**src/hdl/tcb_pkg.sv**
```systemverilog
`default_nettype none

package tcb_pkg;

  ////////////////////////////////////////////////////////////////////////////
  // link widths
  ////////////////////////////////////////////////////////////////////////////

  // byte address width
  localparam int unsigned TCB_ABW = 16;
  // data word width
  localparam int unsigned TCB_DBW = 32;
  // byte width
  localparam int unsigned TCB_SLW = 8;
  // byte lanes per data word
  localparam int unsigned TCB_BEW = TCB_DBW / TCB_SLW;
  // byte offset bits within a word
  localparam int unsigned TCB_OFW = $clog2(TCB_BEW);

  // cycles from transfer edge to response
  localparam int unsigned TCB_DLY = 1;

  ////////////////////////////////////////////////////////////////////////////
  // memory subordinate
  ////////////////////////////////////////////////////////////////////////////

  // 1 KiB of storage
  localparam int unsigned TCB_MEM_WORDS = 256;
  // word index bits
  localparam int unsigned TCB_MEM_AW = $clog2(TCB_MEM_WORDS);

  // link vectors
  typedef logic [TCB_ABW-1:0] tcb_adr_t;
  typedef logic [TCB_DBW-1:0] tcb_dat_t;
  typedef logic [TCB_BEW-1:0] tcb_ben_t;

endpackage: tcb_pkg

`default_nettype wire

```
**src/hdl/tcb_slice.sv**
```systemverilog
`timescale 1ns/1ps
`default_nettype none

module tcb_slice (
  // system
  input  logic              tcb,
  input  logic              arst_n,
  // upstream request
  input  logic              i_vld,
  output logic              i_rdy,
  input  logic              i_wen,
  input  tcb_pkg::tcb_adr_t i_adr,
  input  tcb_pkg::tcb_ben_t i_ben,
  input  tcb_pkg::tcb_dat_t i_wdt,
  // downstream request
  output logic              o_vld,
  input  logic              o_rdy,
  output logic              o_wen,
  output tcb_pkg::tcb_adr_t o_adr,
  output tcb_pkg::tcb_ben_t o_ben,
  output tcb_pkg::tcb_dat_t o_wdt
);
  import tcb_pkg::*;

  // two entry storage
  logic     ent_wen [2];
  tcb_adr_t ent_adr [2];
  tcb_ben_t ent_ben [2];
  tcb_dat_t ent_wdt [2];

  logic       wr_ptr;
  logic       rd_ptr;
  logic [1:0] cnt;
  logic       push;
  logic       pop;

  // ready from registered occupancy only
  assign i_rdy = ~cnt[1];
  assign o_vld = |cnt;

  assign push = i_vld & i_rdy;
  assign pop  = o_vld & o_rdy;

  // oldest entry at the output
  assign o_wen = ent_wen[rd_ptr];
  assign o_adr = ent_adr[rd_ptr];
  assign o_ben = ent_ben[rd_ptr];
  assign o_wdt = ent_wdt[rd_ptr];

  // occupancy and pointers
  always_ff @(posedge tcb or negedge arst_n) begin
    if (!arst_n) begin
      wr_ptr <= 1'b0;
      rd_ptr <= 1'b0;
      cnt    <= '0;
    end else begin
      if (push) begin
        wr_ptr <= ~wr_ptr;
      end
      if (pop) begin
        rd_ptr <= ~rd_ptr;
      end
      // push and pop together keep the count
      cnt <= cnt + 2'(push) - 2'(pop);
    end
  end

  // payload
  always_ff @(posedge tcb) begin
    if (push) begin
      ent_wen[wr_ptr] <= i_wen;
      ent_adr[wr_ptr] <= i_adr;
      ent_ben[wr_ptr] <= i_ben;
      ent_wdt[wr_ptr] <= i_wdt;
    end
  end

endmodule: tcb_slice

`default_nettype wire

```
**config.mk**
```make
export PLATFORM = sky130hd
export DESIGN_NAME = tcb_slice
export DESIGN_NICKNAME = d
export VERILOG_FILES = /design/src/hdl/tcb_pkg.sv /design/src/hdl/tcb_slice.sv
export SDC_FILE = /design/constraint.sdc
export NUM_CORES = 1
export LEC_CHECK = 0
export BUFFER_PORTS_ARGS = -buffer_cell sky130_fd_sc_hd__buf_2
export CORE_UTILIZATION = 30
export DETAILED_ROUTE_END_ITERATION = 8
export PLACE_DENSITY_LB_ADDON = 0.15
export SYNTH_ARGS = -nofsm -noshare
export SYNTH_HDL_FRONTEND = slang
export SYNTH_SLANG_ARGS = --single-unit
```
**constraint.sdc**
```tcl
create_clock -name tcb -period 4.5 [get_ports tcb]
set_clock_uncertainty 0.2 [all_clocks]
set_input_delay 0.9 -clock tcb [delete_from_list [all_inputs] [get_ports tcb]]
set_output_delay 0.9 -clock tcb [all_outputs]
set_load 0.03 [all_outputs]
```
==> results.toml <==
[sta]
min_period_ns = 3.217
fmax_mhz = 310.8
tightest_slew_ns = 1.042
drv_slew = 0
relSlewSlack_pct = 30.52
setup_total_negative_slack_ns = 0
finalHoldViolations = 0
setup_viol = 0
post-route-period-util_pct = 71.50
timing.hold.ws_ns = 0.1438
rsz0062_at_grt = "no"

[clock_network]
cts_tree = "done"
htree_levels = 3
post_cts_resized = 0
cts_root_buffer = "clkbuf_16"
clkLatencyLatePin_ns = 0.35
cts_sinks = 110
clk_pin_slew_ns = 0.07
postCtsSetupBuffers = 0
clk_path_buf_depth = 2
numCtsBuffers = 9
hold_buffers = 0

[layout]
drive_gt1_share_pct = 60.52
final_common_cell = "buf_2"
final_nets = 362
n_antenna_cell = 0
mostFrequentLayoutCells = "buf_2 (111), edfxtp_1 (106), mux2_4 (49)"
multiInputGateArea_um2 = 884.6
fillers = 1293
finalNonFillerCells = 489
area_delta_synth_final_pct = 25.79
seq_area_mm2 = 0.003287
postLayoutCoreUtil_pct = 38.73

[route]
viasPerCell = 4.178
drt-initial-drc-count = 75
drcViolationCount = 0
drtPass1Iterations = 4
detail-route-antenna-nets = 0
drt_wl_total_mm = 7.667
vias = 2043
wl_per_cell_um = 15.68

[floorplanning]
die_h_um = 121.4
dieArea_mm2 = 0.01473
start_util_pct = 30.79
core_region_area_mm2 = 0.01388
ios = 112
fp-row-count = 43
die_w_um = 121.4

[logic_synthesis]
postSynthCellCount = 185
ys_types = 18
synth_nets = 243
netlist_area_mm2 = 0.004274
syn_area_per_cell_um2 = 23.10
yosys_warnings = 0
ys_seq_area_share_pct = 76.81
synth-seq-cells = 110

[worst_setup_path]
cp_num_buf_inv = 1
worstSetupPathType = "reg -> out"
worst_setup_path_end_kind = "output port"
worstPathCellList = "mux2_2 > buf_2"
critPathTopFamily = "flip-flops"
worst_path_largest_cell_delay_ns = 1.12
critical_path.slowest_cell = "dfrtp_4"
crit_arrival_ns = 2.12
crit_fanout = 54
critPathRequiredTime_ns = 3.40
cp-start-kind = "register"

[global_route]
busiest_layer = "met2"
met1_usage_pct = 13.37
grt_usage_pct = 10.83
grtUsageMet3_pct = 3.336
grt_use_met2_pct = 16.37
grt_max_degree = 55
overflow = 0
antenna_found_initial = 0
grt_pass1_wl_mm = 11.32
grt_pass1_vias = 2118

[power]
ir_drop_uv = 311.7
power.density_mw_per_mm2 = 711.8
finalPower_uw = 3827
leakage_uw = 0.002137

[place]
dp_cells = 473
gp_congestion = 0.6523
dpl.hpwl_mm = 4.965
io_buffer_count = 111

[job]
drv_cap = 0

[worst_hold_path]
hp-class = "in -> async"

[run_status]
outcome = "finished clean"
## cells by family after synthesis
group	count (synthesis)	share of synthesized area [%]
xor+xnor	3	0.6149
mux	53	18.27
buf+inv	7	2.693
fa+ha+maj	1	0.2927
compound gates	2	0.3222
flops	110	76.82
simple gates	9	0.9953
## state kept, by name, indices dropped and copies added (netlist names)
signal,flops
ent_wdt,64
ent_wen,2
rd_ptr,1
wr_ptr,1
ent_adr,32
cnt,2
ent_ben,8
## stage by stage
step,instance area (um^2),setup WS [ns]
final,5376,1.283
after global routing,5376,1.193
after CTS,5376,1.229
after detailed placement,4991,1.625
after global placement,4991,1.663
after floorplan,4274,0.6199
## cell usage after synthesis
library cell,count,area (um^2)
and3_1,1,6.260
edfxtp_1,106,3183
inv_1,1,3.750
mux2_2,4,45.04
xnor2_1,2,17.52
ha_1,1,12.51
o211ai_1,1,7.510
nor2_1,1,3.750
o22ai_1,1,6.260
or2_1,1,6.260
buf_12,5,100.1
xor2_1,1,8.760
nand3_1,1,5.000
buf_6,1,11.26
or2_2,1,6.260
mux2_4,49,735.7
dfrtp_1,4,100.1
nand2_1,4,15.01
## layer usage
metal  up-vias  share of wire (%)  wire, um
li1        963                  -         -
met1       995                 45      3474
met2        71                 46      3511
met3        14                6.3       484
met4         0                2.6       196
met5         -                  0         0
## power by group
part           total [uW]  internal (uW)  switching (uW)
clock                 996            654             342
combinational        1270            550             724
sequential           1560           1370             188
## worst paths after layout
| check | from | end | slack [ns] | depth (start not counted) |
|---|---|---|---|---|
| min | arst_n | cnt[0]$_DFF_PN0_ | 0.14 | 1 |
| max | rd_ptr$_DFFE_PN0P_ | o_wen | 1.28 | 2 |
| min in group tcb | cnt[0]$_DFF_PN0_ | cnt[0]$_DFF_PN0_ | 0.33 | 1 |
| min reg2reg | cnt[0]$_DFF_PN0_ | cnt[0]$_DFF_PN0_ | 0.33 | 1 |
| max reg2reg | cnt[1]$_DFF_PN0_ | ent_wdt[0][7]$_DFFE_PP_ | 2.36 | 4 |
| max in group asynchronous | arst_n | rd_ptr$_DFFE_PN0P_ | 3.82 | 1 |
## area by class of cell
class | instances | area share (%)
Inverter | 1 | 0.06982
Multi-Input combinational cell | 68 | 16.45
Clock buffer | 9 | 4.189
Timing Repair Buffer | 114 | 10.98
Tap cell | 180 | 4.189
Clock inverter | 7 | 2.979
Sequential cell | 110 | 61.14
Note: power is estimated with default switching activity, not from simulation.
