### src/hdl/tcb_access_pkg.sv
`default_nettype none

package tcb_access_pkg;

  // log2 of access size in bytes (1, 2, 4)
  typedef logic [1:0] acc_siz_t;

  // size code 3 would be 8 bytes, rejected
  localparam acc_siz_t ACC_SIZ_ILL = 2'd3;

  // byte order of the access
  typedef enum logic {
    ACC_LITTLE = 1'b0,
    ACC_BIG    = 1'b1
  } acc_ndn_t;

  // worst case: misaligned access spanning two words
  localparam int unsigned ACC_MAX_XFER = 2;

  // transfer index width
  localparam int unsigned ACC_XIW = $clog2(ACC_MAX_XFER);
  // outstanding response counter width
  localparam int unsigned ACC_CNW = $clog2(ACC_MAX_XFER + 1);

  typedef logic [ACC_XIW-1:0] acc_xid_t;
  typedef logic [ACC_CNW-1:0] acc_cnt_t;

endpackage: tcb_access_pkg

`default_nettype wire

### src/hdl/tcb_pkg.sv
`default_nettype none

package tcb_pkg;

  ////////////////////////////////////////////////////////////////////////////
  // link widths
  ////////////////////////////////////////////////////////////////////////////

  // byte address width
  localparam int unsigned TCB_ABW = 16;
  // data word width
  localparam int unsigned TCB_DBW = 32;
  // byte width
  localparam int unsigned TCB_SLW = 8;
  // byte lanes per data word
  localparam int unsigned TCB_BEW = TCB_DBW / TCB_SLW;
  // byte offset bits within a word
  localparam int unsigned TCB_OFW = $clog2(TCB_BEW);

  // cycles from transfer edge to response
  localparam int unsigned TCB_DLY = 1;

  ////////////////////////////////////////////////////////////////////////////
  // memory subordinate
  ////////////////////////////////////////////////////////////////////////////

  // 1 KiB of storage
  localparam int unsigned TCB_MEM_WORDS = 256;
  // word index bits
  localparam int unsigned TCB_MEM_AW = $clog2(TCB_MEM_WORDS);

  // link vectors
  typedef logic [TCB_ABW-1:0] tcb_adr_t;
  typedef logic [TCB_DBW-1:0] tcb_dat_t;
  typedef logic [TCB_BEW-1:0] tcb_ben_t;

endpackage: tcb_pkg

`default_nettype wire

### src/hdl/tcb_access_split.sv
`timescale 1ns/1ps
`default_nettype none

module tcb_access_split (
  // system
  input  logic                     tcb,
  input  logic                     arst_n,
  // access port, four-phase req/ack
  input  logic                     acc_req,
  input  logic                     acc_wen,
  input  tcb_pkg::tcb_adr_t        acc_adr,
  input  tcb_access_pkg::acc_siz_t acc_siz,
  input  tcb_access_pkg::acc_ndn_t acc_ndn,
  input  tcb_pkg::tcb_dat_t        acc_wdt,
  output logic                     acc_ack,
  output tcb_pkg::tcb_dat_t        acc_rdt,
  output logic                     acc_err,
  // tcb manager side
  output logic                     m_vld,
  input  logic                     m_rdy,
  output logic                     m_wen,
  output tcb_pkg::tcb_adr_t        m_adr,
  output tcb_pkg::tcb_ben_t        m_ben,
  output tcb_pkg::tcb_dat_t        m_wdt,
  input  logic                     m_rsp,
  input  tcb_pkg::tcb_dat_t        m_rdt,
  input  logic                     m_err
);
  import tcb_pkg::*;
  import tcb_access_pkg::*;

  // lane position across both words
  typedef logic [TCB_OFW:0] lane_t;

  typedef enum logic [1:0] {
    ST_IDLE,
    ST_ISSUE,
    ST_WAIT,
    ST_ACK
  } state_t;

  state_t   state;
  acc_xid_t xfer_idx;
  acc_xid_t xfer_last;
  acc_xid_t rsp_idx;
  acc_cnt_t cnt_out;
  logic     err_acc;
  logic     trn;
  logic     done;
  tcb_dat_t rdw0;
  tcb_dat_t rdt_gat;

  // access geometry
  logic [TCB_OFW-1:0] ofs;
  lane_t              nbyt;
  lane_t              wr_lane;
  lane_t              rd_lane;

  // lane images of up to two words
  logic [ACC_MAX_XFER-1:0][TCB_BEW-1:0]              ben_w;
  logic [ACC_MAX_XFER-1:0][TCB_BEW-1:0][TCB_SLW-1:0] wdt_w;
  logic [ACC_MAX_XFER-1:0][TCB_BEW-1:0][TCB_SLW-1:0] rdt_w;

  // memory lane of access byte idx
  function automatic lane_t lane_of (
    input int unsigned        idx,
    input logic [TCB_OFW-1:0] off,
    input lane_t              num,
    input acc_ndn_t           ndn
  );
    lane_t pos;
    if (ndn == ACC_BIG) begin
      pos = num - lane_t'(idx) - lane_t'(1);
    end else begin
      pos = lane_t'(idx);
    end
    return lane_t'(off) + pos;
  endfunction: lane_of

  ////////////////////////////////////////////////////////////////////////////
  // request side lane mapping
  ////////////////////////////////////////////////////////////////////////////

  assign ofs  = acc_adr[TCB_OFW-1:0];
  // size code 3 wraps to zero, so no lanes
  assign nbyt = lane_t'(1) << acc_siz;

  always_comb begin
    ben_w   = '0;
    wdt_w   = '0;
    wr_lane = '0;
    for (int unsigned i = 0; i < TCB_BEW; i++) begin
      wr_lane = lane_of(i, ofs, nbyt, acc_ndn);
      if (i < nbyt) begin
        ben_w[wr_lane[TCB_OFW]][wr_lane[TCB_OFW-1:0]] = 1'b1;
        wdt_w[wr_lane[TCB_OFW]][wr_lane[TCB_OFW-1:0]] = acc_wdt[i*TCB_SLW +: TCB_SLW];
      end
    end
  end

  // any lane in the upper word means a second transfer
  assign xfer_last = acc_xid_t'(|ben_w[ACC_MAX_XFER-1]);

  // word aligned transfers, second one at the next word
  assign m_vld = (state == ST_ISSUE);
  assign m_wen = acc_wen;
  assign m_adr = {acc_adr[TCB_ABW-1:TCB_OFW] + (TCB_ABW-TCB_OFW)'(xfer_idx),
                  {TCB_OFW{1'b0}}};
  assign m_ben = ben_w[xfer_idx];
  assign m_wdt = wdt_w[xfer_idx];

  assign trn  = m_vld & m_rdy;
  // final response, everything issued and one left outstanding
  assign done = (state == ST_WAIT) && m_rsp && (cnt_out == acc_cnt_t'(1));

  ////////////////////////////////////////////////////////////////////////////
  // response side gathering
  ////////////////////////////////////////////////////////////////////////////

  always_comb begin
    // first word is live on a single transfer, stored otherwise
    rdt_w[0] = (rsp_idx == '0) ? m_rdt : rdw0;
    for (int unsigned x = 1; x < ACC_MAX_XFER; x++) begin
      rdt_w[x] = m_rdt;
    end
    rdt_gat = '0;
    rd_lane = '0;
    for (int unsigned i = 0; i < TCB_BEW; i++) begin
      rd_lane = lane_of(i, ofs, nbyt, acc_ndn);
      if (i < nbyt) begin
        rdt_gat[i*TCB_SLW +: TCB_SLW] = rdt_w[rd_lane[TCB_OFW]][rd_lane[TCB_OFW-1:0]];
      end
    end
  end

  ////////////////////////////////////////////////////////////////////////////
  // control FSM
  ////////////////////////////////////////////////////////////////////////////

  always_ff @(posedge tcb or negedge arst_n) begin
    if (!arst_n) begin
      state    <= ST_IDLE;
      xfer_idx <= '0;
      rsp_idx  <= '0;
      cnt_out  <= '0;
      err_acc  <= 1'b0;
      acc_err  <= 1'b0;
    end else begin
      case (state)
        ST_IDLE: begin
          if (acc_req) begin
            xfer_idx <= '0;
            rsp_idx  <= '0;
            cnt_out  <= '0;
            err_acc  <= 1'b0;
            // illegal size skips the bus
            if (acc_siz == ACC_SIZ_ILL) begin
              acc_err <= 1'b1;
              state   <= ST_ACK;
            end else begin
              state   <= ST_ISSUE;
            end
          end
        end
        ST_ISSUE, ST_WAIT: begin
          cnt_out <= cnt_out + acc_cnt_t'(trn) - acc_cnt_t'(m_rsp);
          if (trn) begin
            if (xfer_idx == xfer_last) begin
              state <= ST_WAIT;
            end else begin
              xfer_idx <= xfer_idx + acc_xid_t'(1);
            end
          end
          if (m_rsp) begin
            rsp_idx <= rsp_idx + acc_xid_t'(1);
            err_acc <= err_acc | m_err;
          end
          if (done) begin
            acc_err <= err_acc | m_err;
            state   <= ST_ACK;
          end
        end
        // hold ack until the requester lets go
        ST_ACK: begin
          if (!acc_req) begin
            state <= ST_IDLE;
          end
        end
        default: state <= ST_IDLE;
      endcase
    end
  end

  assign acc_ack = (state == ST_ACK);

  // response payload
  always_ff @(posedge tcb) begin
    if (m_rsp && (rsp_idx == '0)) begin
      rdw0 <= m_rdt;
    end
    if (done) begin
      acc_rdt <= acc_wen ? '0 : rdt_gat;
    end else if ((state == ST_IDLE) && acc_req && (acc_siz == ACC_SIZ_ILL)) begin
      acc_rdt <= '0;
    end
  end

endmodule: tcb_access_split

`default_nettype wire

### config.mk
export PLATFORM = sky130hd
export DESIGN_NAME = tcb_access_split
export DESIGN_NICKNAME = d
export VERILOG_FILES = /design/src/hdl/tcb_access_pkg.sv /design/src/hdl/tcb_pkg.sv /design/src/hdl/tcb_access_split.sv
export SDC_FILE = /design/constraint.sdc
export NUM_CORES = 1
export LEC_CHECK = 0
export BUFFER_PORTS_ARGS = -buffer_cell sky130_fd_sc_hd__buf_2
export CAP_MARGIN = 25
export CORE_UTILIZATION = 55
export CTS_CLUSTER_DIAMETER = 200
export DETAILED_ROUTE_END_ITERATION = 6
export GPL_TIMING_DRIVEN = 0
export PLACE_DENSITY = 0.86
export SLEW_MARGIN = 20
export SYNTH_ARGS = -nofsm -noshare
export SYNTH_HDL_FRONTEND = slang
export SYNTH_SLANG_ARGS = --single-unit
### constraint.sdc
create_clock -name tcb -period 4.3 [get_ports tcb]
set_input_delay 0.215 -clock tcb [delete_from_list [all_inputs] [get_ports tcb]]
set_output_delay 0.215 -clock tcb [all_outputs]
set_load 0.005 [all_outputs]
==> out/qor.yml <==
initial_utilization: 0.564
cts_buffer_depth: 2
die_x_um: 121
cts_resized: 0
grt_pass1_vias: 7853
gr-total-overflow: 0
max_cap_violations: 0
antenna_left: 0
wirelength_um: 26500
drc: 0
crit_fanout: 10
clock.fmax_ghz: 0.264
die_area_um2: 14700
synth-edff-count: 64
die_y_um: 121
tritoncts: "built"
hold_viol_final: 0
drtIter0Drc: 1303
post-cts-setup-buffers: 0
yosys.cell_types.count: 75
post-route-period-util: 0.881
finalSetupTns_ps: 0
cts_sinks: 72
finalInstanceArea_um2: 9240
synthMuxAreaShare: 0.176
layout-drive-gt1-share: 0.287
seq_area_um2: 2120
min_path_type: "input port to register"
synth_adder_area_share: 0.0390
ys_seq_area_frac: 0.271
place_hpwl_um: 19300
synth_simple_gate_area_frac: 0.181
slew_headroom: 0.476
cts.clk_slew.worst_paths_ps: 70
yosysTopAreaCell: "edfxtp_1"
fin_cells: 1224
vias_per_cell: 6.92
area_growth_pct: 18.0
synth_compound_area_frac: 0.255
critPathArrivalTime_ps: 3580
grt_max_degree: 33
cts_inserted_buffers: 9
synth_top_area_frac: 0.245
portBuffers: 159
max-vdd-ir-drop_mv: 0.266
gp_congestion: 0.989
antenna_found_initial: 2
place_area_um2: 8900
design.core.area_um2: 13900
top_level_ports: 178
ys_warn_count: 0
setup_viol: 0
multi_input_comb_area_um2: 5340
rows: 43
htreeDepth: 3
worst_hold_slack_ps: 87.5
synthTopCellsByArea: "edfxtp_1 (25%), mux4_2 (11%), nand2_1 (6.0%), nor2_1 (4.4%), mux2i_1 (3.7%)"
grt.total_usage: 0.367
dp.cells: 1205
avgSynthCellArea_um2: 9.07
fillCellCount: 1137
path_class: "input port to primary output"
outcome: "finished clean"
critPathLaunchType: "input port"
grt_pass1_wl_um: 41700
leakagePower_uw: 0.00357
vias: 8468
skew_ps: 9.91
synth_xor_area_frac: 0.0268
synth_seq_cells: 72
synth_top_family_by_area: "compound AO/OA/AOI/OAI gates"
critical_path.endpoint_type: "primary output"
pwr_density_cell_nw_per_um2: 429
insertion_delay_ps: 350
finalMaxSlewViolations: 0
nNetsFinal: 1149
cts_hold_buf: 1
async_flop_share: 0.111
cp.required_ps: 4090
rsz0062_at_grt: "no"
min_period_ps: 3790
synthesis.area_um2: 7830
wl_per_cell_um: 21.7
firstDrtPassIters: 6
ys.flop_type: "edfxtp_1"
worst_pin_slew_ps: 786
syn_inst: 864
cts-root-buf: "clkbuf_16"
report_power, final:
part           leakage, uW  internal [uW]  switching (uW)
sequential        0.000760            882            61.2
clock             0.000154            515             328
combinational      0.00266            932            1250
total              0.00357           2330            1640
layer usage:
layer  part of all wire  track usage  vias up  routed length [um]
met5                  0            0        -                   0
met4              0.039        0.184        0                1040
met1               0.37        0.478     3961                9830
li1                   -            -     3722                   -
met3               0.12       0.0728      104                3190
met2               0.47        0.579      681               12500
state kept, by name, summed over array words and instances, names as in the netlist:
| signal | count |
|---|---|
| acc_err | 1 |
| xfer_idx | 1 |
| rdw0 | 32 |
| state | 2 |
| acc_rdt | 32 |
| err_acc | 1 |
| rsp_idx | 1 |
| cnt_out | 2 |
logic make-up (layout without fill, tap and decap cells):
family | Yosys count | count (layout)
DFF | 72 | 72
and+or+nand+nor | 297 | 297
buffers and inverters | 92 | 269
xor gates and xnor gates | 21 | 21
adders and majority gates | 22 | 22
muxes | 88 | 88
other | 1 | 4
AOI/OAI and AO/OA | 271 | 271
area by class of cell:
type | instances | area share
clock buffers | 9 | 0.0244
diodes | 2 | 0.000542
clock inverters | 7 | 0.0112
well taps | 180 | 0.0244
plain buffers | 78 | 0.0364
multi-input cells | 701 | 0.578
flip-flops and latches | 72 | 0.230
inverters | 14 | 0.00569
repair buffers | 161 | 0.0902
cell usage in the layout, fill, tap and decap left out, drive strengths merged, types with 29 or more instances in the layout:
master / count
nand2: 126
buf: 206
a21oi: 46
mux2i: 29
edfxtp: 64
clkbuf: 41
mux4: 38
a221oi: 32
a211oi: 34
o21ai: 31
nor2: 92
path summary, 6_finish.rpt:
check                                  end  cells after the start  startpoint  slack [ps]
worst max register to register  acc_rdt[5]                      7     rsp_idx        1640
worst min-delay path               rdw0[5]                      1    m_rdt[5]          90
max in group asynchronous          rsp_idx                      2      arst_n        3890
min in group asynchronous         state[1]                      2      arst_n         240
worst min register to register  cnt_out[1]                      2  cnt_out[1]         540
worst max-delay path             m_wdt[12]                     16  acc_siz[0]         510
cell usage after synthesis (21+ instances only):
master / n
a31oi_1: 21
a211oi_1: 34
a21oi_1: 46
edfxtp_1: 64
mux2_2: 21
clkbuf_1: 31
a221oi_1: 32
o21ai_0: 29
nor2_1: 91
nand2_1: 125
mux4_2: 38
buf_1: 22
mux2i_1: 29
worst max-delay path: stages:
cell      delay (ps)
buf_2            120
inv_1             80
ha_1             190
nor2b_1          220
inv_1             80
ha_1             180
inv_1             90
fa_1             400
buf_2            170
nand2_1          260
nor2_1           260
nor4_2           600
a221oi_1         170
a31oi_1          230
o221a_2          210
buf_2            100
through the flow:
step / setup slack [ps] / power, uW / utilization
finish: 510 / 3970 / 0.666
global route: 230 / 4160 / 0.666
CTS: 591 / 3900 / 0.665
detailed placement: 591 / 3060 / 0.641
global placement: 465 / 3000 / 0.638
floorplan: 1340 / 2420 / -
(Power assumes the default switching activity.)
